[src/source/cpuPkg.sv]
package cpuPkg;

  //////////////////////////////
  // Sizes
  //////////////////////////////

  localparam int dataW = 16;
  localparam int regAddrW = 4;
  localparam int memDepth = 256;
  localparam int memAddrW = $clog2(memDepth);

  // Forwarding select encoding, memory stage wins over writeback
  localparam logic [1:0] fwdNone = 2'd0;
  localparam logic [1:0] fwdMem = 2'd1;
  localparam logic [1:0] fwdWb = 2'd2;

  //////////////////////////////
  // ISA encodings
  //////////////////////////////

  typedef enum logic [3:0] {
    opAdd = 4'b0000,
    opSub = 4'b0001,
    opAnd = 4'b0010,
    opOr  = 4'b0011,
    opSll = 4'b0100,
    opSrl = 4'b0101,
    opLw  = 4'b1000,
    opSw  = 4'b1001,
    opLlb = 4'b1010,
    opB   = 4'b1100,
    opHlt = 4'b1111
  } opcodeT;

  // Branch condition, instruction bits [11:9]
  typedef enum logic [2:0] {
    condNe = 3'b000,
    condEq = 3'b001,
    condGt = 3'b010,
    condLt = 3'b011,
    condGe = 3'b100,
    condLe = 3'b101,
    condOv = 3'b110,
    condUn = 3'b111
  } condT;

  //////////////////////////////
  // Stage payloads
  //////////////////////////////

  // All-zero payload is a bubble in every stage
  typedef struct packed {
    logic valid;
    logic [dataW-1:0] pcPlus2;
    logic [dataW-1:0] instr;
  } ifIdT;

  typedef struct packed {
    opcodeT op;
    condT cond;
    logic [dataW-1:0] rsData;
    logic [dataW-1:0] rtData;
    logic [regAddrW-1:0] rsIdx;
    logic [regAddrW-1:0] rtIdx;
    logic [regAddrW-1:0] rd;
    logic [dataW-1:0] imm;
    logic [dataW-1:0] pcPlus2;
    logic regWrite;
    logic memRead;
    logic memWrite;
    logic memToReg;
    logic isBranch;
    logic isHalt;
  } idExT;

  typedef struct packed {
    logic [dataW-1:0] result;
    logic [dataW-1:0] storeData;
    logic [regAddrW-1:0] rd;
    logic memRead;
    logic memWrite;
    logic memToReg;
    logic regWrite;
    logic isHalt;
  } exMemT;

  typedef struct packed {
    logic [dataW-1:0] wbData;
    logic [regAddrW-1:0] rd;
    logic regWrite;
    logic isHalt;
  } memWbT;

  // Flag write enables as {z, v, n}
  function automatic logic [2:0] flagWrite(opcodeT op);
    case (op)
      opAdd, opSub: return 3'b111;
      opAnd, opOr, opSll, opSrl: return 3'b100;
      default: return 3'b000;
    endcase
  endfunction

endpackage

[src/source/memStage.sv]
`timescale 1ns/100ps

module memStage import cpuPkg::*; (
  input  logic clk,
  input  exMemT memIn,
  output memWbT memOut
);

  // Data memory, contents undefined until stored
  logic [dataW-1:0] dataMem [memDepth];
  logic [dataW-1:0] loadData;
  logic [memAddrW-1:0] wordAddr;

  // Byte address to word index
  assign wordAddr = memIn.result[memAddrW:1];

  always_ff @(posedge clk) begin
    if (memIn.memWrite) begin
      dataMem[wordAddr] <= memIn.storeData;
    end
  end

  // Combinational read
  assign loadData = dataMem[wordAddr];

  always_comb begin
    memOut = '0;
    memOut.wbData = memIn.memToReg ? loadData : memIn.result;
    memOut.rd = memIn.rd;
    memOut.regWrite = memIn.regWrite;
    memOut.isHalt = memIn.isHalt;
  end

endmodule

[config.mk]
export PLATFORM = sky130hd
export DESIGN_NAME = memStage
export DESIGN_NICKNAME = d
export VERILOG_FILES = /design/src/source/cpuPkg.sv /design/src/source/memStage.sv
export SDC_FILE = /design/constraint.sdc
export NUM_CORES = 2
export LEC_CHECK = 0
export ABC_CLOCK_PERIOD_IN_PS = 4700
export BUFFER_PORTS_ARGS = -buffer_cell sky130_fd_sc_hd__buf_2
export CORE_MARGIN = 2
export CORE_UTILIZATION = 53
export CTS_CLUSTER_SIZE = 25
export DETAILED_ROUTE_END_ITERATION = 8
export GPL_ROUTABILITY_DRIVEN = 1
export PLACE_DENSITY = 0.68
export SLEW_MARGIN = 20
export SYNTH_ARGS = -nofsm -noshare
export SYNTH_HDL_FRONTEND = slang
export SYNTH_SLANG_ARGS = --single-unit
[constraint.sdc]
create_clock -name clk -period 4.7 [get_ports clk]
set_input_delay 0.235 -clock clk [delete_from_list [all_inputs] [get_ports clk]]
set_output_delay 0.235 -clock clk [all_outputs]
set_load 0.05 [all_outputs]
==> flow_metrics.py <==
metrics = {
    "detailed_routing": {
        "wl_per_cell_um": 35.8,
        "post-route-drc-count": 0,
        "vias_per_cell": 6.60,
        "route.antenna.remaining_nets": 0,
        "dr.pass1.iters": 7,
        "dr_total_vias": 79300,
        "routed_wl_um": 430000,
        "drt-initial-drc-count": 12100,
    },
    "floorplan": {
        "die_h_um": 549,
        "ios": 64,
        "die_w_um": 549,
        "num_rows": 200,
        "floorplan.initialDensity": 0.531,
        "fp.coreArea_mm2": 0.296,
        "die_area_mm2": 0.301,
    },
    "sta": {
        "post-route-period-util": 0.994,
        "tightest_slew_ps": 1190,
        "hold_viol": 0,
        "max_freq_mhz": 214,
        "setup_viol": 0,
        "final_max_slew_viol_count": 0,
        "timing.slew.headroom": 0.194,
        "tns_ps": 0,
        "rsz0062_at_grt": "false",
        "post-route-min-period_ps": 4670,
    },
    "layout": {
        "layout-drive-gt1-share": 0.298,
        "finalNonFillerCells": 12000,
        "post-route-util": 0.608,
        "regMostFlops": "dataMem",
        "ff_latch_area_mm2": 0.123,
        "final.fill_count": 20200,
        "top_regs": "dataMem x4096",
        "area_growth_pct": 14.4,
        "nets": 7774,
        "multiInputGateArea_mm2": 0.0326,
        "largest_register_ffs": 4096,
    },
    "setup_path": {
        "cp.arrival_ps": 4440,
        "worstSetupPathType": "input pin to primary output",
        "path_max_fanout": 50,
        "cp-start-kind": "input pin",
        "crit_required_ps": 4470,
        "worstSetupEndpointType": "primary output",
    },
    "clocking": {
        "cts_tree": "done",
        "htreeDepth": 5,
        "ctsLongestPathBuffers": 4,
        "root_buffer": "clkbuf_16",
        "clock_sinks": 4096,
        "path_clk_slew_ps": 60,
        "cts_buffers": 404,
    },
    "place": {
        "hpwl_um": 261000,
        "io_buffer_count": 50,
        "gp_congestion": 0.902,
        "dp_cells": 11300,
    },
    "job": {
        "cap_violations": 0,
    },
    "power": {
        "vdd_drop_max_uv": 345,
        "p_leak_uw": 0.0569,
        "p_per_area_mw_per_mm2": 425,
    },
    "synthesis": {
        "yosysMostFrequentCell": "edfxtp_1",
        "synth_seq_area_share": 0.781,
        "synth.distinct_cells": 61,
        "ys_seq_elements": 4096,
        "async_reset_ff_frac": 0,
        "yosys-top-cells-count": "edfxtp_1 (4,096), mux4_2 (998), nor2_1 (292), mux2i_1 (253), nand2_1 (248)",
        "netlist.area_leader.share": 0.781,
        "ys_warn_count": 0,
        "synth_edf_count": 4096,
        "ys_top_cells_by_area": "edfxtp_1 (78%), mux4_2 (14%), mux2i_1 (1.6%)",
        "syn_area_mm2": 0.157,
        "synth_area_leader_cell": "edfxtp_1",
        "ys_dominant_reg_cell": "edfxtp_1",
        "synth_area_per_cell_um2": 22.3,
        "syn_inst": 7056,
        "synth_nets": 7098,
    },
    "global_routing": {
        "grt_pass1_vias": 78800,
        "grt_max_degree": 165,
        "overflow": 0,
        "gr-usage-all-layers": 0.286,
        "grt_pass1_wl_um": 604000,
        "antenna_found_initial": 17,
    },
    "min_path": {
        "min_path_type": "input pin to register",
        "hold_end": "dataMem[222][15]",
        "hold_path_depth": 1,
        "min_from": "memIn[24]",
    },
    "run_status": {
        "status": "finished clean",
    },
}
cells in the final DEF (no fill, tap or decap), types with 9 or more instances in the layout:
| cell type | synthesis | layout |
|---|---|---|
| a211oi_1 | 11 | 11 |
| a21oi_1 | 49 | 49 |
| a221oi_1 | 17 | 17 |
| a22oi_1 | 62 | 62 |
| a31oi_1 | 12 | 12 |
| a32oi_1 | 66 | 66 |
| buf_12 | 0 | 72 |
| buf_2 | 134 | 21 |
| buf_4 | 88 | 573 |
| buf_8 | 0 | 10 |
| bufinv_16 | 0 | 45 |
| clkbuf_1 | 159 | 76 |
| clkbuf_16 | 0 | 406 |
| clkinv_1 | 1 | 111 |
| clkinv_16 | 0 | 15 |
| clkinv_2 | 0 | 64 |
| clkinvlp_4 | 0 | 11 |
| diode_2 | 0 | 9 |
| dlygate4sd3_1 | 0 | 12 |
| edfxtp_1 | 4096 | 4096 |
| mux2_2 | 17 | 17 |
| mux2i_1 | 253 | 253 |
| mux4_2 | 998 | 998 |
| nand2_1 | 248 | 247 |
| nand2b_1 | 11 | 11 |
| nand3_1 | 85 | 72 |
| nand3_2 | 0 | 13 |
| nand4_1 | 16 | 16 |
| nor2_1 | 292 | 207 |
| nor2_2 | 0 | 82 |
| nor2b_1 | 13 | 10 |
| nor3_1 | 51 | 18 |
| nor3_2 | 0 | 33 |
| nor4_1 | 19 | 16 |
| o2111ai_1 | 13 | 13 |
| o211ai_1 | 13 | 13 |
| o21ai_0 | 25 | 25 |
| o221ai_1 | 27 | 27 |
| o22a_1 | 16 | 16 |
| o22ai_1 | 121 | 121 |
layout make-up:
cell class,instances,share of cell area
diodes,9,0.000125
clock buffers,482,0.0580
clock inverters,257,0.0154
inverters,9,0.000257
multi-input cells,2523,0.181
flip-flops and latches,4096,0.683
well taps,3939,0.0274
repair buffers,698,0.0348
critical path: stages:
cell      delay [ps]
buf_12           430
buf_12           320
buf_4            240
buf_4            260
mux4_2           530
mux2i_1          210
o32ai_1          130
a211oi_1         810
nor2_1           160
nor4_1           240
nand4_1          420
buf_12           310
kinds of logic after synthesis:
family | after synthesis | share of synthesized area
flops | 4096 | 0.781
mux | 1268 | 0.160
simple gates | 764 | 0.0209
compound gates | 491 | 0.0229
buf+inv | 437 | 0.0148
stage by stage:
step                cell area, µm²  hold slack, ps  power, µW  setup slack [ps]
finish                      180000            6.82      76500              28.8
global route                180000          -0.101      78300               115
CTS                         180000            27.4      76800              68.5
detailed placement          167000             471      45100              -364
global placement            167000             471      45000              -336
floorplan                   157000             334      43000               977
report_power, final:
group / internal (µW) / leakage [µW] / switching (µW)
clock: 18400 / 0.00640 / 13700
combinational: 1410 / 0.0137 / 2710
sequential: 40300 / 0.0368 / 17.5
total: 60100 / 0.0569 / 16500
metal layers:
layer,track usage,vias up,wire length [µm]
li1,-,31300,-
met1,0.391,42000,154000
met2,0.445,5080,203000
met3,0.0617,917,48400
met4,0.135,10,24000
met5,0,-,72
worst max path at each step:
stage | startpoint | endpoint | slack, ps | cells past startpoint
CTS | memIn[26] | memOut[8] | 70 | 12
detailed placement | memIn[26] | memOut[8] | -360 | 12
finish | memIn[26] | memOut[13] | 30 | 12
floorplan | memIn[27] | memOut[11] | 980 | 11
global route | memIn[26] | memOut[13] | 110 | 12
global placement | memIn[26] | memOut[8] | -340 | 12
repair_timing:
item	in CTS	in global routing
endpoints found under the hold margin	903	71
buffers inserted	0	0
hold buffers	11	1
endpoints found under the setup margin	1	2
gates resized for setup	2	2
(Power assumes the default switching activity.)
