[config.mk]
export PLATFORM = sky130hd
export DESIGN_NAME = fetchStage
export DESIGN_NICKNAME = d
export VERILOG_FILES = /design/src/source/cpuPkg.sv /design/src/source/fetchStage.sv
export SDC_FILE = /design/constraint.sdc
export NUM_CORES = 2
export LEC_CHECK = 0
export ABC_AREA = 1
export BUFFER_PORTS_ARGS = -buffer_cell sky130_fd_sc_hd__buf_4
export CORE_UTILIZATION = 45
export CTS_BUF_LIST = sky130_fd_sc_hd__clkbuf_16
export DETAILED_ROUTE_END_ITERATION = 12
export GPL_TIMING_DRIVEN = 1
export PLACE_DENSITY = 0.59
export SLEW_MARGIN = 15
export SYNTH_ARGS = -nofsm -noshare
export SYNTH_HDL_FRONTEND = slang
export SYNTH_SLANG_ARGS = --single-unit
[constraint.sdc]
create_clock -name clk -period 1.9 [get_ports clk]
set_input_delay 0.095 -clock clk [delete_from_list [all_inputs] [get_ports clk]]
set_output_delay 0.095 -clock clk [all_outputs]
set_load 0.1 [all_outputs]
[src/source/cpuPkg.sv]
package cpuPkg;

  //////////////////////////////
  // Sizes
  //////////////////////////////

  localparam int dataW = 16;
  localparam int regAddrW = 4;
  localparam int memDepth = 256;
  localparam int memAddrW = $clog2(memDepth);

  // Forwarding select encoding, memory stage wins over writeback
  localparam logic [1:0] fwdNone = 2'd0;
  localparam logic [1:0] fwdMem = 2'd1;
  localparam logic [1:0] fwdWb = 2'd2;

  //////////////////////////////
  // ISA encodings
  //////////////////////////////

  typedef enum logic [3:0] {
    opAdd = 4'b0000,
    opSub = 4'b0001,
    opAnd = 4'b0010,
    opOr  = 4'b0011,
    opSll = 4'b0100,
    opSrl = 4'b0101,
    opLw  = 4'b1000,
    opSw  = 4'b1001,
    opLlb = 4'b1010,
    opB   = 4'b1100,
    opHlt = 4'b1111
  } opcodeT;

  // Branch condition, instruction bits [11:9]
  typedef enum logic [2:0] {
    condNe = 3'b000,
    condEq = 3'b001,
    condGt = 3'b010,
    condLt = 3'b011,
    condGe = 3'b100,
    condLe = 3'b101,
    condOv = 3'b110,
    condUn = 3'b111
  } condT;

  //////////////////////////////
  // Stage payloads
  //////////////////////////////

  // All-zero payload is a bubble in every stage
  typedef struct packed {
    logic valid;
    logic [dataW-1:0] pcPlus2;
    logic [dataW-1:0] instr;
  } ifIdT;

  typedef struct packed {
    opcodeT op;
    condT cond;
    logic [dataW-1:0] rsData;
    logic [dataW-1:0] rtData;
    logic [regAddrW-1:0] rsIdx;
    logic [regAddrW-1:0] rtIdx;
    logic [regAddrW-1:0] rd;
    logic [dataW-1:0] imm;
    logic [dataW-1:0] pcPlus2;
    logic regWrite;
    logic memRead;
    logic memWrite;
    logic memToReg;
    logic isBranch;
    logic isHalt;
  } idExT;

  typedef struct packed {
    logic [dataW-1:0] result;
    logic [dataW-1:0] storeData;
    logic [regAddrW-1:0] rd;
    logic memRead;
    logic memWrite;
    logic memToReg;
    logic regWrite;
    logic isHalt;
  } exMemT;

  typedef struct packed {
    logic [dataW-1:0] wbData;
    logic [regAddrW-1:0] rd;
    logic regWrite;
    logic isHalt;
  } memWbT;

  // Flag write enables as {z, v, n}
  function automatic logic [2:0] flagWrite(opcodeT op);
    case (op)
      opAdd, opSub: return 3'b111;
      opAnd, opOr, opSll, opSrl: return 3'b100;
      default: return 3'b000;
    endcase
  endfunction

endpackage

[src/source/fetchStage.sv]
`timescale 1ns/100ps

module fetchStage import cpuPkg::*; (
  input  logic clk,
  input  logic arstN,
  input  logic run,
  input  logic stall,
  input  logic fetchHold,
  input  logic branchTaken,
  input  logic [dataW-1:0] branchTarget,
  input  logic progWe,
  input  logic [memAddrW-1:0] progAddr,
  input  logic [dataW-1:0] progData,
  output logic [dataW-1:0] pc,
  output ifIdT ifOut
);

  // Instruction memory, word addressed
  logic [dataW-1:0] instrMem [memDepth];
  logic [dataW-1:0] pcPlus2;

  assign pcPlus2 = pc + dataW'(2);

  //////////////////////////////
  // Program counter
  //////////////////////////////

  // Idle core parks at 0, then branch, hold, sequential
  always_ff @(posedge clk or negedge arstN) begin
    if (!arstN) begin
      pc <= '0;
    end else if (!run) begin
      pc <= '0;
    end else if (branchTaken) begin
      pc <= branchTarget;
    end else if (!(stall || fetchHold)) begin
      pc <= pcPlus2;
    end
  end

  // Load port, only used while idle
  always_ff @(posedge clk) begin
    if (progWe) begin
      instrMem[progAddr] <= progData;
    end
  end

  // Combinational fetch, bubble when idle or halting
  always_comb begin
    ifOut = '0;
    if (run && !fetchHold) begin
      ifOut.valid = 1'b1;
      ifOut.pcPlus2 = pcPlus2;
      ifOut.instr = instrMem[pc[memAddrW:1]];
    end
  end

  // Loading a running program would corrupt fetch
  progWhileIdle: assert property (@(posedge clk) disable iff (!arstN) progWe |-> !run)
    else $error("progWe high while run is high");

endmodule

==> out/metrics.cfg <==
[outcome]
status = finished with violations
violations = negative setup slack

[layout]
nFillCells = 29280
drive_above_1_share_pct = 16.63
post-route-util_pct = 56.11
postLayoutCellArea_mm2 = 0.2059
stdcell_count = 20320
multi_input_area_mm2 = 0.04043
seq_area_mm2 = 0.1234
num-nets-final = 15080
syn_to_final_growth_pct = 23.66

[setup_path]
r2r-start = pc[2]$_DFFE_PN0P_
startpoint = pc[1]$_DFFE_PN0P_
crit_path_max_incr_delay_ns = 0.50
critPathKind = reg2out
crit_chain = buf_12 > buf_8 > clkinv_16 > buf_12 > buf_12 > buf_4 > buf_12 > a21boi_0 > o211ai_1 > nand3_2 > nand3_4 > nand2_2 > nor2_1 > buf_4 > nor2_2 > nor2_4 > buf_12
crit_arrival_ns = 4.00
crit_slowest_cell = dfrtp_4
path_max_fanout = 12
crit_path_frequent_cell = buf_12
start_kind = flop
required_ns = 1.80
setup.worst_path.end_class = output port

[route]
first_pass_iters = 6
via_count = 115600
drt_iter0_markers = 14910
antenna_left = 0
drc_errors = 0
routedWlPerCell_um = 26.95
wl_um = 547500
viasPerCell = 5.691

[sta]
hold_slack_ns = 0.06907
rsz0062_at_grt = true
final.setup_skew_ns = 0.02404
slew-limit-headroom_pct = 47.75
setup_violations = 53
worst_slack_ns = -2.197
finalCriticalPeriod_ns = 4.097
max_freq_mhz = 244.1
final.setup.tns_ns = -66.01
tightest_slew_ns = 0.7755
slew_violations = 0
finalCritPeriodShare_pct = 215.6
timing_hold_violations_final = 0

[logic_synthesis]
synth-seq-cells = 4112
synth_area_mm2 = 0.1665
synth_edf_count = 4096
ys.flop_type = edfxtp_1
avgSynthCellArea_um2 = 11.94
synth_area_leaders = edfxtp_1 74%, nand2_1 11%, nand3_1 9.5%
yosysWarnings = 0
synth_top_area_cell = edfxtp_1
yosysTopAreaCellShare_pct = 73.87
async_flop_share_pct = 0.3891
yosysUniqueCellTypes = 30
netlist_instances = 13940
syn_nets = 13990
synth-seq-area-share_pct = 74.11

[placement]
hpwl_um = 326900
dp_cells = 19280
detailedPlace.worstSlack_ns = -1.800
port_buffers = 95
gp_congestion = 0.9487
place_area_mm2 = 0.1849

[floorplan]
die_x_um = 610.3
die_y_um = 610.3
row_count = 222
io_pins = 96
coreArea_mm2 = 0.3669
initial_core_util_pct = 45.38
fp.dieArea_mm2 = 0.3724

[clock_network]
cts_buffer_depth = 4
cts-root-buf = clkbuf_16
cts_buffers = 430
tritoncts = yes
htreeDepth = 5
clkLatencyLatePin_ns = 0.99
cts.sinks = 4112
clk_pin_slew_ns = 0.06

[power_and_ir_drop]
p_leak_nw = 74.78
power_mw = 211.7
powerDensity_mw_per_mm2 = 1028
vdd_drop_max_mv = 0.7847

[grt]
grt_pass1_vias = 107000
grt_pass1_wl_um = 772800
grt_max_degree = 92
antenna_found_initial = 18
gr-total-overflow = 0
grt_usage_pct = 28.61

[hold_path]
hold_class = in2reg
hold_start = progAddr[2]

[flow_run]
max_cap_violations = 0

[layer usage]
| metal | vias up | wire length [µm] | global-route usage [%] |
|---|---|---|---|
| li1 | 51580 | - | - |
| met1 | 57180 | 217800 | 39.92 |
| met2 | 5917 | 249900 | 44.30 |
| met3 | 947 | 52780 | 4.838 |
| met4 | 4 | 26940 | 12.47 |
| met5 | - | 19 | 0 |
[Yosys cell counts, types with 5 or more instances]
cell type	number
nand2_1	4807
o211ai_1	37
clkbuf_1	193
buf_4	154
o21ai_0	52
inv_2	5
a21oi_1	254
o22ai_1	25
a21boi_0	28
buf_6	33
inv_1	46
nand3_1	3155
edfxtp_1	4096
nor3_1	8
a211oi_1	8
dfrtp_1	16
a31oi_1	9
xor2_1	11
nor2_1	447
buf_1	79
buf_2	461
[final timing paths]
kind,end,slack (ns),cells after the start
max,ifOut[10],-2.20,17
min,instrMem[205][12]$_DFFE_PP_,0.07,6
max reg2reg,pc[15]$_DFFE_PN0P_,-0.77,16
min reg2reg,pc[12]$_DFFE_PN0P_,0.59,2
max in group asynchronous,pc[1]$_DFFE_PN0P_,1.49,4
min in group asynchronous,pc[4]$_DFFE_PN0P_,0.19,4
[layout make-up]
class,count,share of cell area [%]
antenna,6,0.007293
clock buffer,439,5.336
clock inverter,343,1.231
inverter,54,0.1452
multi-input combinational,8853,19.64
sequential,4112,59.95
tap,4928,2.995
timing repair buffer,1577,10.64
timing repair inverter,6,0.05469
[registers in the layout, summed over array words and instances, names as in the netlist]
register	count
instrMem	4096
pc	16
[cell families (layout without fill, tap and decap cells)]
logic type	Yosys count	in the layout	share of synthesized area [%]
buf+inv	974	2419	3.041
flops	4112	4112	74.11
simple gates	8424	8424	21.38
compound gates	415	415	1.387
xor+xnor	13	13	0.06839
other cells	0	6	0
fa+ha+maj	1	1	0.007514
[cell usage in the layout (no fill, tap or decap), types with 8 or more instances in the layout]
cell type      instances
a21boi_0              28
a21oi_1              249
a31oi_1                9
buf_12               558
buf_16                68
buf_4                745
buf_6                 62
buf_8                 33
bufbuf_16             23
bufinv_16             34
clkbuf_16            469
clkinv_1             109
clkinv_2              75
clkinvlp_4            15
dfrtp_4                8
dlygate4sd3_1         58
edfxtp_1            4096
inv_1                129
inv_6                 12
nand2_1             4759
nand2_2               37
nand2_4               10
nand3_1             2927
nand3_2              197
nand3_4               31
nor2_1               333
nor2_2                68
nor2_4                47
o211ai_1              37
o21ai_0               46
o22ai_1               23
[report_power, final]
group | internal [mW] | switching (mW)
sequential | 100 | 0.125
combinational | 10.3 | 19.8
clock | 46.3 | 35.2
total | 157 | 55.2
[worst max-delay path: cells and delay by family, from the launching register on]
kind	cells	cell delay [ns]
simple gates	6	0.76
buf+inv	9	1.31
compound gates	2	0.41
flops	1	0.50
[timing repair]
action / in CTS / in global routing
hold buffers: 59 / 0
endpoints found under the setup margin: 54 / 53
buffers inserted: 81 / 43
pin swaps: 56 / 49
resized for setup: 557 / 202
gates cloned: 46 / 30
endpoints found under the hold margin: 4344 / 0
Power figures use the tool's default switching activity.
