==> config.mk <==
export PLATFORM = sky130hd
export DESIGN_NAME = hazardCtrl
export DESIGN_NICKNAME = d
export VERILOG_FILES = /design/src/source/cpuPkg.sv /design/src/source/hazardCtrl.sv
export SDC_FILE = /design/constraint.sdc
export NUM_CORES = 1
export LEC_CHECK = 0
export ABC_AREA = 1
export CAP_MARGIN = 0
export CELL_PAD_IN_SITES_DETAIL_PLACEMENT = 1
export CELL_PAD_IN_SITES_GLOBAL_PLACEMENT = 1
export CORE_MARGIN = 10
export CORE_UTILIZATION = 36
export CTS_CLUSTER_SIZE = 14
export DETAILED_ROUTE_END_ITERATION = 7
export DONT_BUFFER_PORTS = 1
export PLACE_DENSITY_LB_ADDON = 0.1
export REMOVE_ABC_BUFFERS = 1
export SLEW_MARGIN = 20
export SYNTH_ARGS = -nofsm -noshare
export SYNTH_HDL_FRONTEND = slang
export SYNTH_SLANG_ARGS = --single-unit
==> constraint.sdc <==
create_clock -name clk -period 0.94 [get_ports clk]
set_input_delay 0.094 -clock clk [delete_from_list [all_inputs] [get_ports clk]]
set_output_delay 0.094 -clock clk [all_outputs]
set_load 0.01 [all_outputs]
==> src/source/cpuPkg.sv <==
package cpuPkg;

  //////////////////////////////
  // Sizes
  //////////////////////////////

  localparam int dataW = 16;
  localparam int regAddrW = 4;
  localparam int memDepth = 256;
  localparam int memAddrW = $clog2(memDepth);

  // Forwarding select encoding, memory stage wins over writeback
  localparam logic [1:0] fwdNone = 2'd0;
  localparam logic [1:0] fwdMem = 2'd1;
  localparam logic [1:0] fwdWb = 2'd2;

  //////////////////////////////
  // ISA encodings
  //////////////////////////////

  typedef enum logic [3:0] {
    opAdd = 4'b0000,
    opSub = 4'b0001,
    opAnd = 4'b0010,
    opOr  = 4'b0011,
    opSll = 4'b0100,
    opSrl = 4'b0101,
    opLw  = 4'b1000,
    opSw  = 4'b1001,
    opLlb = 4'b1010,
    opB   = 4'b1100,
    opHlt = 4'b1111
  } opcodeT;

  // Branch condition, instruction bits [11:9]
  typedef enum logic [2:0] {
    condNe = 3'b000,
    condEq = 3'b001,
    condGt = 3'b010,
    condLt = 3'b011,
    condGe = 3'b100,
    condLe = 3'b101,
    condOv = 3'b110,
    condUn = 3'b111
  } condT;

  //////////////////////////////
  // Stage payloads
  //////////////////////////////

  // All-zero payload is a bubble in every stage
  typedef struct packed {
    logic valid;
    logic [dataW-1:0] pcPlus2;
    logic [dataW-1:0] instr;
  } ifIdT;

  typedef struct packed {
    opcodeT op;
    condT cond;
    logic [dataW-1:0] rsData;
    logic [dataW-1:0] rtData;
    logic [regAddrW-1:0] rsIdx;
    logic [regAddrW-1:0] rtIdx;
    logic [regAddrW-1:0] rd;
    logic [dataW-1:0] imm;
    logic [dataW-1:0] pcPlus2;
    logic regWrite;
    logic memRead;
    logic memWrite;
    logic memToReg;
    logic isBranch;
    logic isHalt;
  } idExT;

  typedef struct packed {
    logic [dataW-1:0] result;
    logic [dataW-1:0] storeData;
    logic [regAddrW-1:0] rd;
    logic memRead;
    logic memWrite;
    logic memToReg;
    logic regWrite;
    logic isHalt;
  } exMemT;

  typedef struct packed {
    logic [dataW-1:0] wbData;
    logic [regAddrW-1:0] rd;
    logic regWrite;
    logic isHalt;
  } memWbT;

  // Flag write enables as {z, v, n}
  function automatic logic [2:0] flagWrite(opcodeT op);
    case (op)
      opAdd, opSub: return 3'b111;
      opAnd, opOr, opSll, opSrl: return 3'b100;
      default: return 3'b000;
    endcase
  endfunction

endpackage

==> src/source/hazardCtrl.sv <==
`timescale 1ns/100ps

module hazardCtrl import cpuPkg::*; (
  input  logic clk,
  input  logic arstN,
  input  logic run,
  input  logic [regAddrW-1:0] rsIdx,
  input  logic [regAddrW-1:0] rtIdx,
  input  logic rsUsed,
  input  logic rtUsed,
  input  logic [regAddrW-1:0] exRd,
  input  logic exRegWrite,
  input  logic exMemRead,
  input  logic [regAddrW-1:0] memRd,
  input  logic memRegWrite,
  input  logic memMemRead,
  input  logic branchTaken,
  input  logic isHaltId,
  input  logic isHaltWb,
  output logic [1:0] fwdSelA,
  output logic [1:0] fwdSelB,
  output logic stall,
  output logic bubble,
  output logic flush,
  output logic fetchHold,
  output logic hlt
);

  logic loadUse;
  logic haltSeen;
  logic hltQ;
  logic [1:0] selA, selB;

  // Load in execute feeding the instruction in decode
  assign loadUse = exMemRead && ((rsUsed && exRd == rsIdx) || (rtUsed && exRd == rtIdx));
  assign stall = run && loadUse;
  assign bubble = stall;
  // Idle core keeps the front stages empty
  assign flush = branchTaken || !run;

  //////////////////////////////
  // Forwarding
  //////////////////////////////

  // Decode looks one stage ahead so selects land with the instruction
  always_comb begin
    selA = fwdNone;
    selB = fwdNone;
    if (rsUsed && exRegWrite && exRd == rsIdx) selA = fwdMem;
    else if (rsUsed && memRegWrite && memRd == rsIdx) selA = fwdWb;
    if (rtUsed && exRegWrite && exRd == rtIdx) selB = fwdMem;
    else if (rtUsed && memRegWrite && memRd == rtIdx) selB = fwdWb;
  end

  always_ff @(posedge clk or negedge arstN) begin
    if (!arstN) begin
      fwdSelA <= fwdNone;
      fwdSelB <= fwdNone;
    end else if (flush || bubble) begin
      fwdSelA <= fwdNone;
      fwdSelB <= fwdNone;
    end else begin
      fwdSelA <= selA;
      fwdSelB <= selB;
    end
  end

  //////////////////////////////
  // Halt tracking
  //////////////////////////////

  // HLT under a taken branch gets flushed and sets no hold
  always_ff @(posedge clk or negedge arstN) begin
    if (!arstN) begin
      haltSeen <= 1'b0;
      hltQ <= 1'b0;
    end else begin
      if (isHaltId && !branchTaken) haltSeen <= 1'b1;
      if (isHaltWb) hltQ <= 1'b1;
    end
  end

  assign fetchHold = haltSeen || (isHaltId && !branchTaken);
  assign hlt = hltQ || isHaltWb;

  // Bubble behind the load clears the hazard on the next cycle
  stallOnce: assert property (@(posedge clk) disable iff (!arstN) stall |=> !stall)
    else $error("load-use stall held for more than one cycle");
  // Load results only ever reach execute from writeback
  noLoadFwd: assert property (@(posedge clk) disable iff (!arstN)
    (fwdSelA == fwdMem || fwdSelB == fwdMem) |-> !memMemRead)
    else $error("memory stage load forwarded before data is read");

endmodule

==> metrics.txt <==
grt ovf=0; area delta synth->final=17.0%; Logic pwr share=21.2%; Top delay family on crit path=flip-flops; vias in the first global route=606; WL final=~1.6 mm; Final setup viols=1; Sink Count=6; synth unique cells=16; fin crit share=100%; Seq pwr share=between 40 and 50%; RSZ-0062 raised after global routing=yes; skew final=0 ns; status=complete, but fails checks; Final Hold Viols=0; Main synth FF type=dfrtp_1; Cell Pwr Density=about 1100 nW/um^2; Crit-path slowest cell=dfrtp_1; Clk pwr share=37.6%; compound-gate portion of the synthesized area=5.83%; core area=about 1300 sq um; gr usage total=between 9 and 10%; fin crit period=between 0.9 and 1 ns; Syn Std Cell Area=around 520 sq um; worst vdd rail ir drop=~0.00057 V; maximum clock path buffer count=2; DR iter-0 viols=1; post-synth top area share=29.1%; TritonRoute pass-1 iters=3; Avg WL per Cell=around 16 microns; DRT antenna net count=0; xor and xnor area share after synthesis=about 8.5%; Worst EP required=roughly 0.85 ns; initial cell density of the core=38.6%; Nets=around 120; Int Pwr=0.000464 W; Die Y=57.8 microns; n_diodes=0; leakage=between 0.3 and 0.4 nW; Synth area leader=dfrtp_1; Final Power=0.000633 W; initial antenna violation count=0; TritonCTS buffer count=3; Die Area=roughly 3300 sq um; CP max FO=2; cell count after synthesis=slightly above 80; Sw Pwr=about 0.00017 W; DR vias/cell=approximately 5; post-synthesis sequential area ratio=between 20% and 30%; Sw Share=a little over a quarter; largest family of logic cells by synthesized area=simple AND/OR/NAND/NOR gates; share of layout cells above drive strength 1=between 10 and 15%; FF+latch count, synth=6; min-delay worst type=primary input to register; Cell Chain, Critical Path=or2_4; Max Slew Vio Count=0; relative max-transition margin=81.3%; synth cell count leaders=27 x nand2_1, 14 x inv_1, 9 x nor2_1; drt drc=0; WS Path Type=register to output port; Yosys warnings=0; data arrival time of the critical path=between 0.8 and 0.9 ns; hold slack final=slightly below 0.04 ns; Worst-Margin Slew=0.279 ns; CP Launch Type=register; setup ws final=-0.000440 ns; slowest stage delay, CP=0.37 ns; num ports=37; simple-gate share of the synthesized area=between 40% and 50%; site row count=13; Worst Path Buf+Inv=0; routed vias=roughly 520; global-route wire length before repair=approximately 2.6 mm; clock slew at reported path FFs=0.05 ns; max cap viols=0; Port Buf Inserts=0; Die W=between 50 and 60 microns; Avg Inst Size Synth=6.21 sq um; dominant cells by area after synthesis=dfrtp_1 29%, nand2_1 20%, inv_1 10%, xnor2_1 6.8%, nor2_1 6.6%; Clock Latency Late Sink=~0.24 ns; mux share of post-synthesis cell area=0%; Post-DP Area=around 530 sq um; ys async rst share=100%; final instance area=roughly 600 sq um; most common cell in the synthesized netlist=nand2_1; pin count of the biggest net entering global routing=7; clock tree root driver cell=clkbuf_4; Synth Area in Adders=0%; H-Tree Depth=1; EDFF count, synth=0; Routability Congestion=~0.77; hpwl dp=~1.4 mm; CP Capture Type=output port; failing checks=negative setup slack; fmax=1.06 GHz; TritonCTS clock tree=yes
==> layout by cell type, fill, tap and decap left out <==
cell type,instances
clkbuf_4,3
dfrtp_1,6
dlygate4sd3_1,4
inv_1,13
inv_2,2
nand2_1,27
nand2_2,3
nand3_1,4
nand4_1,3
nor2_1,9
nor2_2,2
nor3_1,2
o211ai_1,2
o21bai_1,1
o21bai_4,1
or2_2,1
or2_4,1
xnor2_1,4
xor2_1,1
==> cell type report <==
type                            instances  area (sq um)
Fill cell                             181           731
Multi-Input combinational cell         61           315
Inverter                               15          56.3
Clock buffer                            3          22.5
Timing Repair Buffer                    4          40.0
Sequential cell                         6           150
Tap cell                               15          18.8
==> worst paths after layout <==
kind                                       start              endpoint  slack (ns)  cells after the start
worst min register to register  hltQ$_DFFE_PN0P_      hltQ$_DFFE_PN0P_        0.47                      1
worst max-delay path            hltQ$_DFFE_PN0P_                   hlt     -0.0004                      1
worst min-delay path                  exRegWrite  fwdSelA[0]$_DFF_PN0_        0.04                      2
max in group asynchronous                  arstN  haltSeen$_DFFE_PN0P_        0.56                      1
worst max register to register  hltQ$_DFFE_PN0P_      hltQ$_DFFE_PN0P_        0.19                      1
min in group asynchronous                  arstN  fwdSelA[0]$_DFF_PN0_        0.16                      1
==> power groups by stage <==
stage	sequential (W)	combinational, W	clock (W)
3_5_place_dp	0.000265	0.000117	0
2_1_floorplan	0.000265	0.0000973	0
5_1_grt	0.000261	0.000156	0.000278
4_1_cts	0.000261	0.000135	0.000248
6_report	0.000261	0.000134	0.000238
3_3_place_gp	0.000265	0.000113	0
==> timing repair <==
item	4_1_cts	5_1_grt
hold buffers	4	0
setup endpoints to repair	1	4
setup buffers	0	0
gates resized for setup	1	3
endpoints found under the hold margin	8	0
==> through the flow <==
step	utilization (%)	TNS [ns]	setup WS (ns)	instances
floorplan	-	0	0.185	82
global placement	39.5	0	0.0787	97
detailed placement	39.5	0	0.0702	97
CTS	44.4	-0.0103	-0.0103	104
global route	45.2	-0.0578	-0.0326	104
finish	45.2	-0.000440	-0.000440	104
==> logic make-up (layout without fill, tap and decap cells) <==
family,Yosys count,in the layout
compound gates,4,4
buf+inv,16,22
xor+xnor,5,5
simple gates,52,52
flops,6,6
==> layer usage <==
layer / routed length [microns] / vias up / GRT usage [%]
met1: 590 / 227 / 9.72
met5: 0 / - / 0
met4: 59 / 0 / 5.03
li1: - / 264 / -
met2: 774 / 26 / 16.3
met3: 201 / 4 / 5.01
==> state kept, by name, summed over array words and instances, names as in the netlist <==
register,count
hltQ,1
fwdSelA,2
haltSeen,1
fwdSelB,2
No activity file was read; power rests on OpenSTA's default activity.
