**config.mk**
```make
export PLATFORM = sky130hd
export DESIGN_NAME = decodeStage
export DESIGN_NICKNAME = d
export VERILOG_FILES = /design/src/source/cpuPkg.sv /design/src/source/decodeStage.sv
export SDC_FILE = /design/constraint.sdc
export NUM_CORES = 1
export LEC_CHECK = 0
export ABC_AREA = 1
export BUFFER_PORTS_ARGS = -buffer_cell sky130_fd_sc_hd__buf_2
export CAP_MARGIN = 20
export CORE_AREA = 4 4 204 206
export CTS_CLUSTER_SIZE = 10
export DETAILED_ROUTE_END_ITERATION = 10
export DIE_AREA = 0 0 208 210
export HOLD_SLACK_MARGIN = 0.03
export PLACE_DENSITY = 0.57
export SLEW_MARGIN = 15
export SYNTH_ARGS = -nofsm -noshare
export SYNTH_HDL_FRONTEND = slang
export SYNTH_SLANG_ARGS = --single-unit
```
**constraint.sdc**
```tcl
create_clock -name clk -period 2.9 [get_ports clk]
set_input_delay 0 -clock clk [delete_from_list [all_inputs] [get_ports clk]]
set_output_delay 0 -clock clk [all_outputs]
set_load 0.02 [all_outputs]
```
**src/source/cpuPkg.sv**
```systemverilog
package cpuPkg;

  //////////////////////////////
  // Sizes
  //////////////////////////////

  localparam int dataW = 16;
  localparam int regAddrW = 4;
  localparam int memDepth = 256;
  localparam int memAddrW = $clog2(memDepth);

  // Forwarding select encoding, memory stage wins over writeback
  localparam logic [1:0] fwdNone = 2'd0;
  localparam logic [1:0] fwdMem = 2'd1;
  localparam logic [1:0] fwdWb = 2'd2;

  //////////////////////////////
  // ISA encodings
  //////////////////////////////

  typedef enum logic [3:0] {
    opAdd = 4'b0000,
    opSub = 4'b0001,
    opAnd = 4'b0010,
    opOr  = 4'b0011,
    opSll = 4'b0100,
    opSrl = 4'b0101,
    opLw  = 4'b1000,
    opSw  = 4'b1001,
    opLlb = 4'b1010,
    opB   = 4'b1100,
    opHlt = 4'b1111
  } opcodeT;

  // Branch condition, instruction bits [11:9]
  typedef enum logic [2:0] {
    condNe = 3'b000,
    condEq = 3'b001,
    condGt = 3'b010,
    condLt = 3'b011,
    condGe = 3'b100,
    condLe = 3'b101,
    condOv = 3'b110,
    condUn = 3'b111
  } condT;

  //////////////////////////////
  // Stage payloads
  //////////////////////////////

  // All-zero payload is a bubble in every stage
  typedef struct packed {
    logic valid;
    logic [dataW-1:0] pcPlus2;
    logic [dataW-1:0] instr;
  } ifIdT;

  typedef struct packed {
    opcodeT op;
    condT cond;
    logic [dataW-1:0] rsData;
    logic [dataW-1:0] rtData;
    logic [regAddrW-1:0] rsIdx;
    logic [regAddrW-1:0] rtIdx;
    logic [regAddrW-1:0] rd;
    logic [dataW-1:0] imm;
    logic [dataW-1:0] pcPlus2;
    logic regWrite;
    logic memRead;
    logic memWrite;
    logic memToReg;
    logic isBranch;
    logic isHalt;
  } idExT;

  typedef struct packed {
    logic [dataW-1:0] result;
    logic [dataW-1:0] storeData;
    logic [regAddrW-1:0] rd;
    logic memRead;
    logic memWrite;
    logic memToReg;
    logic regWrite;
    logic isHalt;
  } exMemT;

  typedef struct packed {
    logic [dataW-1:0] wbData;
    logic [regAddrW-1:0] rd;
    logic regWrite;
    logic isHalt;
  } memWbT;

  // Flag write enables as {z, v, n}
  function automatic logic [2:0] flagWrite(opcodeT op);
    case (op)
      opAdd, opSub: return 3'b111;
      opAnd, opOr, opSll, opSrl: return 3'b100;
      default: return 3'b000;
    endcase
  endfunction

endpackage

```
**src/source/decodeStage.sv**
```systemverilog
`timescale 1ns/100ps

module decodeStage import cpuPkg::*; (
  input  logic clk,
  input  logic arstN,
  input  ifIdT ifIn,
  input  logic wbWe,
  input  logic [regAddrW-1:0] wbReg,
  input  logic [dataW-1:0] wbData,
  output idExT idOut,
  output logic [regAddrW-1:0] rsIdx,
  output logic [regAddrW-1:0] rtIdx,
  output logic rsUsed,
  output logic rtUsed,
  output logic isHaltId
);

  logic [dataW-1:0] regFile [2**regAddrW];
  logic [dataW-1:0] instr;
  opcodeT op;
  logic [regAddrW-1:0] rdIdx;
  logic isAlu;

  //////////////////////////////
  // Field split
  //////////////////////////////

  assign instr = ifIn.instr;
  assign op = opcodeT'(instr[15:12]);
  assign rdIdx = instr[11:8];
  assign rsIdx = instr[7:4];
  // Store data comes from the rd field, routed on the rt port
  assign rtIdx = (op == opSw) ? rdIdx : instr[3:0];

  // Register-register and shift group
  assign isAlu = (op == opAdd) || (op == opSub) || (op == opAnd) || (op == opOr) ||
                 (op == opSll) || (op == opSrl);

  // Source usage, feeds stall and forwarding
  assign rsUsed = ifIn.valid && (isAlu || op == opLw || op == opSw);
  assign rtUsed = ifIn.valid &&
                  (op == opAdd || op == opSub || op == opAnd || op == opOr || op == opSw);
  assign isHaltId = ifIn.valid && (op == opHlt);

  //////////////////////////////
  // Register file
  //////////////////////////////

  always_ff @(posedge clk or negedge arstN) begin
    if (!arstN) begin
      for (int i = 0; i < 2**regAddrW; i++) begin
        regFile[i] <= '0;
      end
    end else if (wbWe) begin
      regFile[wbReg] <= wbData;
    end
  end

  // Control and payload build
  always_comb begin
    idOut = '0;
    idOut.op = op;
    idOut.cond = condT'(instr[11:9]);
    idOut.rsIdx = rsIdx;
    idOut.rtIdx = rtIdx;
    idOut.rd = rdIdx;
    idOut.pcPlus2 = ifIn.pcPlus2;
    // Write-through so a retiring value is seen this cycle
    idOut.rsData = (wbWe && wbReg == rsIdx) ? wbData : regFile[rsIdx];
    idOut.rtData = (wbWe && wbReg == rtIdx) ? wbData : regFile[rtIdx];
    case (op)
      opLlb: idOut.imm = {{(dataW-8){instr[7]}}, instr[7:0]};
      opLw, opSw: idOut.imm = {{(dataW-4){instr[3]}}, instr[3:0]};
      opSll, opSrl: idOut.imm = {{(dataW-4){1'b0}}, instr[3:0]};
      // Branch offset in words
      opB: idOut.imm = {{(dataW-9){instr[8]}}, instr[8:0]};
      default: idOut.imm = '0;
    endcase
    // Unknown opcodes and bubbles fall through as no-ops
    idOut.regWrite = ifIn.valid && (isAlu || op == opLlb || op == opLw);
    idOut.memRead = ifIn.valid && (op == opLw);
    idOut.memToReg = ifIn.valid && (op == opLw);
    idOut.memWrite = ifIn.valid && (op == opSw);
    idOut.isBranch = ifIn.valid && (op == opB);
    idOut.isHalt = isHaltId;
  end

endmodule

```
==> results of run 1 <==
worst max-delay path: cells and delay by family:
kind / cells / cell delay (ns)
AND/OR/NAND/NOR: 3 / 0.47
buffers and inverters: 5 / 2.50
AO/OA/AOI/OAI: 1 / 0.07
worst paths after layout:
path,from,to
worst max-delay path,wbReg[0],regFile[89]
worst min-delay path,arstN,regFile[90]
worst max register to register,regFile[89],regFile[89]
worst min register to register,regFile[170],regFile[170]
max in group asynchronous,arstN,regFile[34]
min in group clk,wbData[13],regFile[173]
logic make-up after synthesis:
kind of cell,after synthesis,synth area share (%)
xor+xnor,2,0.230
compound gates,546,17.7
flops,256,40.6
simple gates,992,28.1
buf+inv,496,13.3
power breakdown:
group          switching (mW)  internal [mW]  total, mW  leakage (nW)
Combinational            1.94           1.01       2.96          5.07
Sequential              0.472           4.31       4.78          3.25
Clock                    1.52           2.02       3.54         0.425
Total                    3.94           7.34       11.3          8.75
cells in the final DEF, fill, tap and decap left out, types with 3 or more instances in the layout:
master         Yosys  routed
nand2_1          542     539
o21ai_0          406     406
nand3_1          377     376
inv_1            265     262
dfrtp_1          256     256
a21oi_1          130     130
buf_2             35     121
buf_4             53      55
nand3b_1          31      31
clkbuf_16          0      31
dlygate4sd3_1      0      27
nand4_1           16      16
clkbuf_1         127      15
nor2_1            13      13
buf_12             0       7
nor3_1             6       6
inv_2              2       4
clkbuf_8           0       3
routing by layer:
metal / share of wire, % / wire length, um
met4: 4.7 / 2860
met1: 40 / 24600
met3: 11 / 6610
met2: 44 / 27200
met5: 0 / 0
final cells by class:
class	count	share of cell area, %
Multi-Input combinational cell	1540	41.2
Sequential cell	256	36.2
Timing Repair Buffer	211	8.16
Inverter	269	5.72
Clock buffer	49	4.94
Tap cell	525	3.71
Clock inverter	1	0.0283
Antenna cell	2	0.0283
timing repair:
action,4_1_cts,5_1_grt
buffers inserted,0,0
endpoints found under the hold margin,218,0
hold buffers,27,0
through the flow:
step | cells | area, um^2 | hold WS (ns)
after global routing | 2851 | 17700 | 0.0726
after CTS | 2851 | 17700 | 0.0356
after detailed placement | 2774 | 16500 | 0.000137
after floorplan | 2292 | 15800 | -0.296
final | 2853 | 17700 | 0.0442
after global placement | 2774 | 16500 | 0.000137
==> reports/results.tsv, run 1 <==
stage	metric	value	unit
final_layout	largest_reg_flops	256	
synthesis	syn_avg_cell_area	6.88	um^2
timing	tightest_slew	0.822	ns
clock_tree	numCtsBuffers	31	
synthesis	synth_area	0.0158	mm^2
run_status	status	finished, final reports clean	
route	drc	0	
timing	setup_tns	0	ns
global_routing	grt_usage	27.3	%
worst_setup_path	worstPathCellList	dlygate4sd3_1, buf_2, nor3_1, dlygate4sd3_1, nand2_1, dlygate4sd3_1, nand2_1, o21ai_0, dlygate4sd3_1	
worst_setup_path	reg2reg_depth	3	
final_layout	syn_to_final_growth	12.2	%
final_layout	top_regs	regFile (256)	
global_routing	gr-total-overflow	0	
job	cap_violations	0	
synthesis	yosysTopAreaCellShare	40.6	%
power	p_total	11.3	mW
clock_tree	cts_root_buffer	clkbuf_16	
timing	rsz0062_at_grt	false	
worst_setup_path	worstSetupPathType	in -> reg	
timing	finClkSkew	0	ns
clock_tree	clkSlewWorstSetupHoldPaths	0.06	ns
floorplan	start_util	39.8	%
floorplan	ios	156	
timing	fmax	0.388	GHz
global_routing	grtUsageMet3	5.86	%
worst_setup_path	arrival	3.03	ns
timing	slew_headroom	45.1	%
synthesis	yosysWarnings	0	
final_layout	final_layout_size_suffix_gt1_share	10.3	%
timing	slew_violations	0	
placed_design	dp_slack	0.660	ns
power	power.density	638	mW/mm^2
timing	post-route-period-util	88.8	%
synthesis	ys.flop_type	dfrtp_1	
worst_setup_path	critPathRequiredTime	3.36	ns
clock_tree	clock_sinks	256	
worst_setup_path	critPathMaxStageDelay	0.61	ns
worst_setup_path	crit_path_start_kind	input port	
synthesis	synth_nets	2348	
clock_tree	htreeDepth	1	
global_routing	antenna_found_initial	0	
worst_setup_path	crit_path_frequent_cell	dlygate4sd3_1	
timing	finalHoldViolCount	0	
global_routing	grt_pass1_wl	93900	um
power	p_leak	8.75	nW
synthesis	synth_cell_types	31	
final_layout	postLayoutCoreUtil	44.6	%
placed_design	portBuffers	123	
clock_tree	cts.repair.resized	0	
route	routed_wl	61300	um
route	viasPerCell	5.67	
global_routing	grt_max_degree	92	
synthesis	synthTopCellsByArea	dfrtp_1 41%, nand2_1 13%, o21ai_0 13%	
placed_design	routabilityCongestion	0.923	
timing	timing.final.ws_setup	0.325	ns
synthesis	synthArstFlopShare	100	%
worst_setup_path	cp-end-kind	flip-flop	
route	post_drt_wl_per_cell	21.5	um
floorplan	core_area	0.0396	mm^2
global_routing	top_usage_layer	met2	
synthesis	synth_most_common_cell	nand2_1	
clock_tree	clockBufferDepth	3	
floorplan	dieArea	0.0437	mm^2
route	drtAntennaViolNets	0	
final_layout	regMostFlops	regFile	
final_layout	multi_input_area	0.00728	mm^2
synthesis	synth_edf_count	0	
clock_tree	clk-insertion-delay-late	0.58	ns
synthesis	yosys.area.top_type	dfrtp_1	
synthesis	ys_seq_elements	256	
global_routing	grt.met1_usage	37.0	%
power	ir_drop	433	uV
placed_design	hpwl	38500	um
global_routing	grtUsageMet2	42.4	%
global_routing	grt_pass1_vias	15200	
route	drt_pass1_iterations	6	
worst_setup_path	r2r_slack	1.68	ns
final_layout	final_nets	2365	
synthesis	synthCells	2292	
min_path	hp-class	in -> async	
timing	setup_viol	0	
route	drtIter0Drc	2037	
floorplan	row_count	73	
timing	finalCriticalPeriod	2.57	ns
final_layout	n_fill_cell	4123	
worst_setup_path	critPathMaxFanout	4	
route	vias	16200	
synthesis	ys_seq_area_share	40.6	%
worst_setup_path	cp_slowest_cell	dlygate4sd3_1	
floorplan	die_w	208	um
final_layout	final-seq-area	0.00641	mm^2
synthesis	synth_common_cells	542 x nand2_1, 406 x o21ai_0, 377 x nand3_1	
clock_tree	tritoncts	yes	
floorplan	die_h	210	um
(Power assumes the default switching activity.)
==> run 2: changes to the inputs <==
Settings changed: CELL_PAD_IN_SITES_DETAIL_PLACEMENT set to 2, CELL_PAD_IN_SITES_GLOBAL_PLACEMENT set to 2, CORE_AREA 4 4 204 206 to 4 4 215 217, DIE_AREA 0 0 208 210 to 0 0 219 221, PLACE_DENSITY 0.57 to 0.84.
Clock period 2.9 ns to 3 ns, I/O delays scaled along.
==> run 2 against run 1 <==
  * Hold slack worse by 0.017 ns
  * Final area up 1.4%
  * Count of clock-buffer cells in the layout up 2
  * Clock skew unchanged
  * Sequential power down 2%
  * Combinational power up 4%
  * Global-route usage up 3.6 points
==> reports/results.tsv, run 2 (synthesized netlist as in run 1, its figures left out) <==
stage	metric	value	unit	change
timing	rsz0062_at_grt	false		unchanged
worst_setup_path	crit_path_start_kind	input port		unchanged
floorplan	dieArea	0.0484	mm^2	was 0.0437 mm^2
route	drt_pass1_iterations	5		was 6
worst_setup_path	critPathMaxFanout	42		was 4
route	drc	0		unchanged
worst_setup_path	arrival	2.46	ns	was 3.03 ns
clock_tree	post-cts-setup-buffers	0		unchanged
timing	slew_headroom	18.3	%	was 45.1%
timing	setup_viol	0		unchanged
floorplan	ios	156		unchanged
global_routing	grt_pass1_wl	116000	um	was 93900 um
clock_tree	holdBufCountCts	19		was 27
timing	slew_violations	0		unchanged
final_layout	top_regs	regFile (256)		unchanged
final_layout	largest_reg_flops	256		unchanged
global_routing	antenna_found_initial	3		was 0
clock_tree	tritoncts	yes		unchanged
worst_setup_path	critPathRequiredTime	3.00	ns	was 3.36 ns
route	vias	17300		was 16200
route	post_drt_wl_per_cell	26.0	um	was 21.5 um
run_status	status	finished, final reports clean		unchanged
route	drtIter0Drc	1542		was 2037
final_layout	finalNonFillerCells	2922		was 2853
clock_tree	clkSlewWorstSetupHoldPaths	0.06	ns	about the same
power	p_clk_share	34.0	%	was 31.4%
global_routing	gr-total-overflow	0		unchanged
worst_setup_path	cp_num_buf_inv	4		was 5
final_layout	layout_commonest_cell	nand2_1		unchanged
clock_tree	clockBufferDepth	3		unchanged
power	power.share.sequential	39.7	%	was 42.4%
final_layout	regMostFlops	regFile		unchanged
timing	post-route-period-util	81.8	%	
worst_setup_path	critPathMaxStageDelay	0.87	ns	was 0.61 ns
power	switching_share	36.6	%	was 34.9%
clock_tree	cts_root_buffer	clkbuf_16		unchanged
placed_design	routabilityCongestion	0.857		was 0.923
timing	finalHoldViolCount	0		unchanged
global_routing	grt_max_degree	77		was 92
final_layout	postLayoutCoreUtil	40.6	%	was 44.6%
power	p_leak	8.84	nW	was 8.75 nW
clock_tree	clock_sinks	256		unchanged
timing	fmax	0.407	GHz	
floorplan	start_util	35.7	%	was 39.8%
timing	whs	0.0275	ns	was 0.0442 ns
timing	finalCriticalPeriod	2.46	ns	
final_layout	syn_to_final_growth	13.7	%	was 12.2%
clock_tree	htreeDepth	2		was 1
power	p_comb_share	26.3	%	was 26.2%
job	cap_violations	0		unchanged
power	power.switching	4.30	mW	was 3.94 mW
worst_setup_path	worstPathCellList	buf_2, inv_2, buf_4, a21oi_1, o21ai_0, nand3_1, nand3_1, nand2_1, nand2_1, o21ai_0, buf_2		was dlygate4sd3_1, buf_2, nor3_1, dlygate4sd3_1, nand2_1, dlygate4sd3_1, nand2_1, o21ai_0, dlygate4sd3_1
worst_setup_path	reg2reg_depth	2		was 3
clock_tree	numCtsBuffers	34		was 31
placed_design	hpwl	47200	um	was 38500 um
timing	tightest_slew	1.22	ns	was 0.822 ns
final_layout	final_nets	2365		unchanged
placed_design	dp.cells	2846		was 2774
clock_tree	clk-insertion-delay-late	0.56	ns	was 0.58 ns
final_layout	final_cell_mix	539 x nand2_1, 406 x o21ai_0, 375 x nand3_1		was 539 x nand2_1, 406 x o21ai_0, 376 x nand3_1
clock_tree	cts.repair.resized	0		unchanged
min_path	hp-class	in -> reg		was in -> async
global_routing	grt_usage	30.9	%	was 27.3%
min_path	hold-path-cell-count	3		
timing	finClkSkew	0	ns	unchanged
route	routed_wl	75900	um	was 61300 um
route	viasPerCell	5.91		was 5.67
power	ir_drop	386	uV	was 433 uV
timing	setup_tns	0	ns	unchanged
floorplan	die_h	221	um	was 210 um
final_layout	final_layout_size_suffix_gt1_share	11.1	%	was 10.3%
power	power.density	655	mW/mm^2	was 638 mW/mm^2
worst_setup_path	cp.depth	11		was 9
route	drtAntennaViolNets	0		unchanged
timing	timing.final.ws_setup	0.545	ns	was 0.325 ns
floorplan	die_w	219	um	was 208 um
worst_setup_path	worstSetupPathType	in -> out		was in -> reg
floorplan	core_area	0.0441	mm^2	was 0.0396 mm^2
power	p_total	11.7	mW	was 11.3 mW
placed_design	dp_slack	0.675	ns	was 0.660 ns
power	p_int	7.44	mW	was 7.34 mW
final_layout	diodes	0		was 2
floorplan	row_count	77		was 73
final_layout	fin_area	0.0179	mm^2	was 0.0177 mm^2
placed_design	dpl_cell_area	0.0167	mm^2	was 0.0165 mm^2
placed_design	portBuffers	123		unchanged
global_routing	grt_pass1_vias	18800		was 15200
worst_setup_path	cpLargestDelayFamily	buffers and inverters		unchanged
worst_setup_path	cp-end-kind	primary output		was flip-flop
worst_setup_path	cp_slowest_cell	inv_2		was dlygate4sd3_1
-- run 2: changes by cell type in the layout (fill, tap and decap cells not counted), sizes merged --
cell	delta
dlygate4sd3	-9
clkbuf	+2
inv	+2
buf	+6
clkinv	+3
diode	-2
-- run 2: layout make-up --
cell class	count	area, um^2
repair buffers	208	1420
flip-flops and latches	256	6410
clock inverters	6	48.8
well taps	592	741
clock buffers	51	995
multi-input cells	1540	7310
inverters	269	1010
fillers	5260	26200
-- run 2: path summary, 6_finish.rpt --
check,to,from,slack [ns]
hold reg to reg,regFile[97],regFile[97],0.48
min in group asynchronous,regFile[146],arstN,0.09
hold / removal,regFile[188],wbData[12],0.03
setup / recovery,idOut[77],ifIn[5],0.54
setup reg to reg,regFile[66],regFile[66],2.19
max in group asynchronous,regFile[60],arstN,2.34
-- run 2: worst register-to-register path, stage by stage, from the launching register on --
cell and delay, ns:
dfrtp_1 0.40, nand2_1 0.10, o21ai_0 0.15
-- run 2: power groups by stage --
| stage | sequential, mW | combinational (mW) | clock, mW |
|---|---|---|---|
| 3_5_place_dp | 4.69 | 2.98 | 0 |
| 3_3_place_gp | 4.62 | 2.77 | 0 |
| 5_1_grt | 4.74 | 3.45 | 4.18 |
| 6_report | 4.67 | 3.09 | 3.99 |
| 4_1_cts | 4.65 | 3.07 | 4.04 |
| 2_1_floorplan | 4.53 | 2.00 | 0 |
-- run 2: per-layer routing --
| layer | GRT usage [%] | wire length [um] |
|---|---|---|
| met3 | 5.72 | 5280 |
| met5 | 0 | 14 |
| met2 | 50.5 | 35700 |
| met4 | 13.7 | 3520 |
| met1 | 39.8 | 31500 |
==> run 3: changes to the inputs <==
Settings changed: CORE_AREA 4 4 215 217 to 4 4 221 223, DIE_AREA 0 0 219 221 to 0 0 225 227, PLACE_DENSITY 0.84 to 0.8.
Clock period 3 ns to 2.5 ns, I/O delays scaled along.
==> run 3 against run 2 <==
  * Sequential power is 20% higher
  * First-iteration DRC count fell by 6.7%
  * Hold slack improved by 0.043 ns
  * Flip-flop and latch count is the same
  * Cell count is 0.96% higher
  * Critical path type is now reg -> out
  * Largest cell class unchanged
  * Highest routed layer unchanged
==> reports/results.tsv, run 3 (synthesized netlist as in run 1, its figures left out) <==
stage	metric	value	unit	change
clock_tree	htreeDepth	2		unchanged
route	vias	17200		was 17300
worst_setup_path	critPathMaxStageDelay	0.40	ns	was 0.87 ns
min_path	min_delay_worst_endpoint	regFile[237]		was regFile[188]
final_layout	syn_to_final_growth	15.4	%	was 13.7%
route	viasPerCell	5.83		was 5.91
global_routing	grt_pass1_wl	117000	um	was 116000 um
clock_tree	clockBufferDepth	3		unchanged
final_layout	largest_reg_flops	256		unchanged
final_layout	n_fill_cell	5472		was 5260
worst_setup_path	reg2reg_depth	2		unchanged
min_path	hold-path-cell-count	5		was 3
placed_design	hpwl	48800	um	was 47200 um
timing	slew_violations	0		unchanged
worst_setup_path	r2r_slack	1.71	ns	was 2.19 ns
power	p_leak	8.95	nW	was 8.84 nW
timing	setup_viol	0		unchanged
route	drtAntennaViolNets	0		unchanged
final_layout	top_regs	regFile (256)		unchanged
timing	tightest_slew	0.915	ns	was 1.22 ns
worst_setup_path	r2r_start	regFile[179]		was regFile[66]
clock_tree	tritoncts	yes		unchanged
job	cap_violations	0		unchanged
worst_setup_path	critPathMaxFanout	3		was 42
clock_tree	clock_sinks	256		unchanged
global_routing	gr-total-overflow	0		unchanged
route	post_drt_wl_per_cell	26.1	um	was 26.0 um
timing	fmax	0.436	GHz	
worst_setup_path	cp-end-kind	primary output		unchanged
final_layout	fin_area	0.0182	mm^2	was 0.0179 mm^2
final_layout	regMostFlops	regFile		unchanged
route	routed_wl	76900	um	was 75900 um
worst_setup_path	worstSetupPathType	reg -> out		was in -> out
timing	rsz0062_at_grt	false		unchanged
timing	timing.final.ws_setup	0.208	ns	was 0.545 ns
clock_tree	cts_root_buffer	clkbuf_16		unchanged
clock_tree	clkSlewWorstSetupHoldPaths	0.06	ns	about the same
power	power.density	794	mW/mm^2	was 655 mW/mm^2
worst_setup_path	r2r-end	regFile[179]		was regFile[66]
final_layout	final_nets	2377		was 2365
global_routing	grt_max_degree	85		was 77
floorplan	die_h	227	um	was 221 um
placed_design	dp_slack	0.361	ns	was 0.675 ns
timing	slew_headroom	38.5	%	was 18.3%
floorplan	row_count	79		was 77
worst_setup_path	worstPathCellList	o21ai_0, nand3_1, nand3_1, nand2_1, nand2_1, o21ai_0, buf_2		was buf_2, inv_2, buf_4, a21oi_1, o21ai_0, nand3_1, nand3_1, nand2_1, nand2_1, o21ai_0, buf_2
floorplan	start_util	33.9	%	was 35.7%
global_routing	antenna_found_initial	1		was 3
worst_setup_path	cp_slowest_cell	dfrtp_1		was inv_2
final_layout	layout_commonest_cell	nand2_1		unchanged
timing	finalHoldViolCount	0		unchanged
placed_design	portBuffers	123		unchanged
global_routing	grt_pass1_vias	18500		was 18800
clock_tree	numCtsBuffers	35		was 34
route	drt_pass1_iterations	5		unchanged
floorplan	die_w	225	um	was 219 um
final_layout	final_layout_size_suffix_gt1_share	11.3	%	was 11.1%
floorplan	core_area	0.0466	mm^2	was 0.0441 mm^2
timing	finClkSkew	0	ns	unchanged
timing	setup_tns	0	ns	unchanged
floorplan	ios	156		unchanged
min_path	min_from	wbReg[1]		was wbData[12]
power	ir_drop	410	uV	was 386 uV
min_path	hp-class	in -> reg		unchanged
final_layout	final_cell_mix	539 x nand2_1, 406 x o21ai_0, 376 x nand3_1		was 539 x nand2_1, 406 x o21ai_0, 375 x nand3_1
run_status	status	finished, final reports clean		unchanged
worst_setup_path	critPathRequiredTime	2.50	ns	was 3.00 ns
clock_tree	cts.repair.resized	0		unchanged
placed_design	routabilityCongestion	0.889		was 0.857
global_routing	grt_usage	29.6	%	was 30.9%
floorplan	dieArea	0.0511	mm^2	was 0.0484 mm^2
timing	finalCriticalPeriod	2.29	ns	
route	drtIter0Drc	1438		was 1542
worst_setup_path	crit_path_start_kind	flip-flop		was input port
timing	post-route-period-util	91.7	%	
timing	whs	0.0706	ns	was 0.0275 ns
clock_tree	clk-insertion-delay-late	0.55	ns	was 0.56 ns
route	drc	0		unchanged
worst_setup_path	arrival	2.29	ns	was 2.46 ns
placed_design	dpl_cell_area	0.0168	mm^2	was 0.0167 mm^2
==> run 3: area by class of cell <==
cell class              instances  area [um^2]  share of cell area, %
diodes                          1         2.50                 0.0137
clock inverters                 2         37.5                  0.206
multi-input cells            1540         7300                   40.1
clock buffers                  56         1090                   5.97
inverters                     269         1010                   5.56
well taps                     607          759                   4.17
repair buffers                219         1590                   8.76
flip-flops and latches        256         6410                   35.2
==> run 3: repair_timing <==
action	4_1_cts	5_1_grt
hold buffers	24	0
endpoints found under the hold margin	280	0
setup buffers	0	0
==> run 3: how the worst max path moves through the flow <==
stage                     slack, ns         start        end
after floorplan                1.04       ifIn[6]  idOut[66]
after global placement         0.44      ifIn[15]  idOut[50]
after detailed placement       0.36      ifIn[15]  idOut[50]
after CTS                      0.22   regFile[14]  idOut[80]
after global routing           0.10  regFile[107]  idOut[77]
final                          0.21   regFile[14]  idOut[80]
==> run 3: routing by layer <==
layer / share of wire, % / routed length [um] / vias up / track usage [%]
met5: 0.010 / 8 / - / 0
met4: 3.8 / 2890 / 2 / 10.8
met3: 7.8 / 6030 / 163 / 5.88
met2: 46 / 35100 / 655 / 48.0
met1: 43 / 32900 / 8882 / 39.7
li1: - / - / 7497 / -
==> run 3: critical path, delay by kind of cell (launching register included) <==
family                 cells  cell delay (ns)
AO/OA/AOI/OAI              2             0.46
flip-flops                 1             0.40
buffers and inverters      1             0.21
AND/OR/NAND/NOR            4             0.69
==> run 3: stage by stage <==
stage | utilization, % | cells | total power [mW]
final | 39.1 | 2950 | 14.5
after global routing | 39.1 | 2949 | 15.2
after detailed placement | 36.1 | 2867 | 9.28
after floorplan | - | 2292 | 7.84
after global placement | 36.1 | 2867 | 8.99
after CTS | 39.1 | 2949 | 14.5
==> run 3: power by group <==
group / internal [mW] / switching [mW]
Sequential: 5.00 / 0.616
Clock: 3.06 / 2.00
Combinational: 1.20 / 2.58
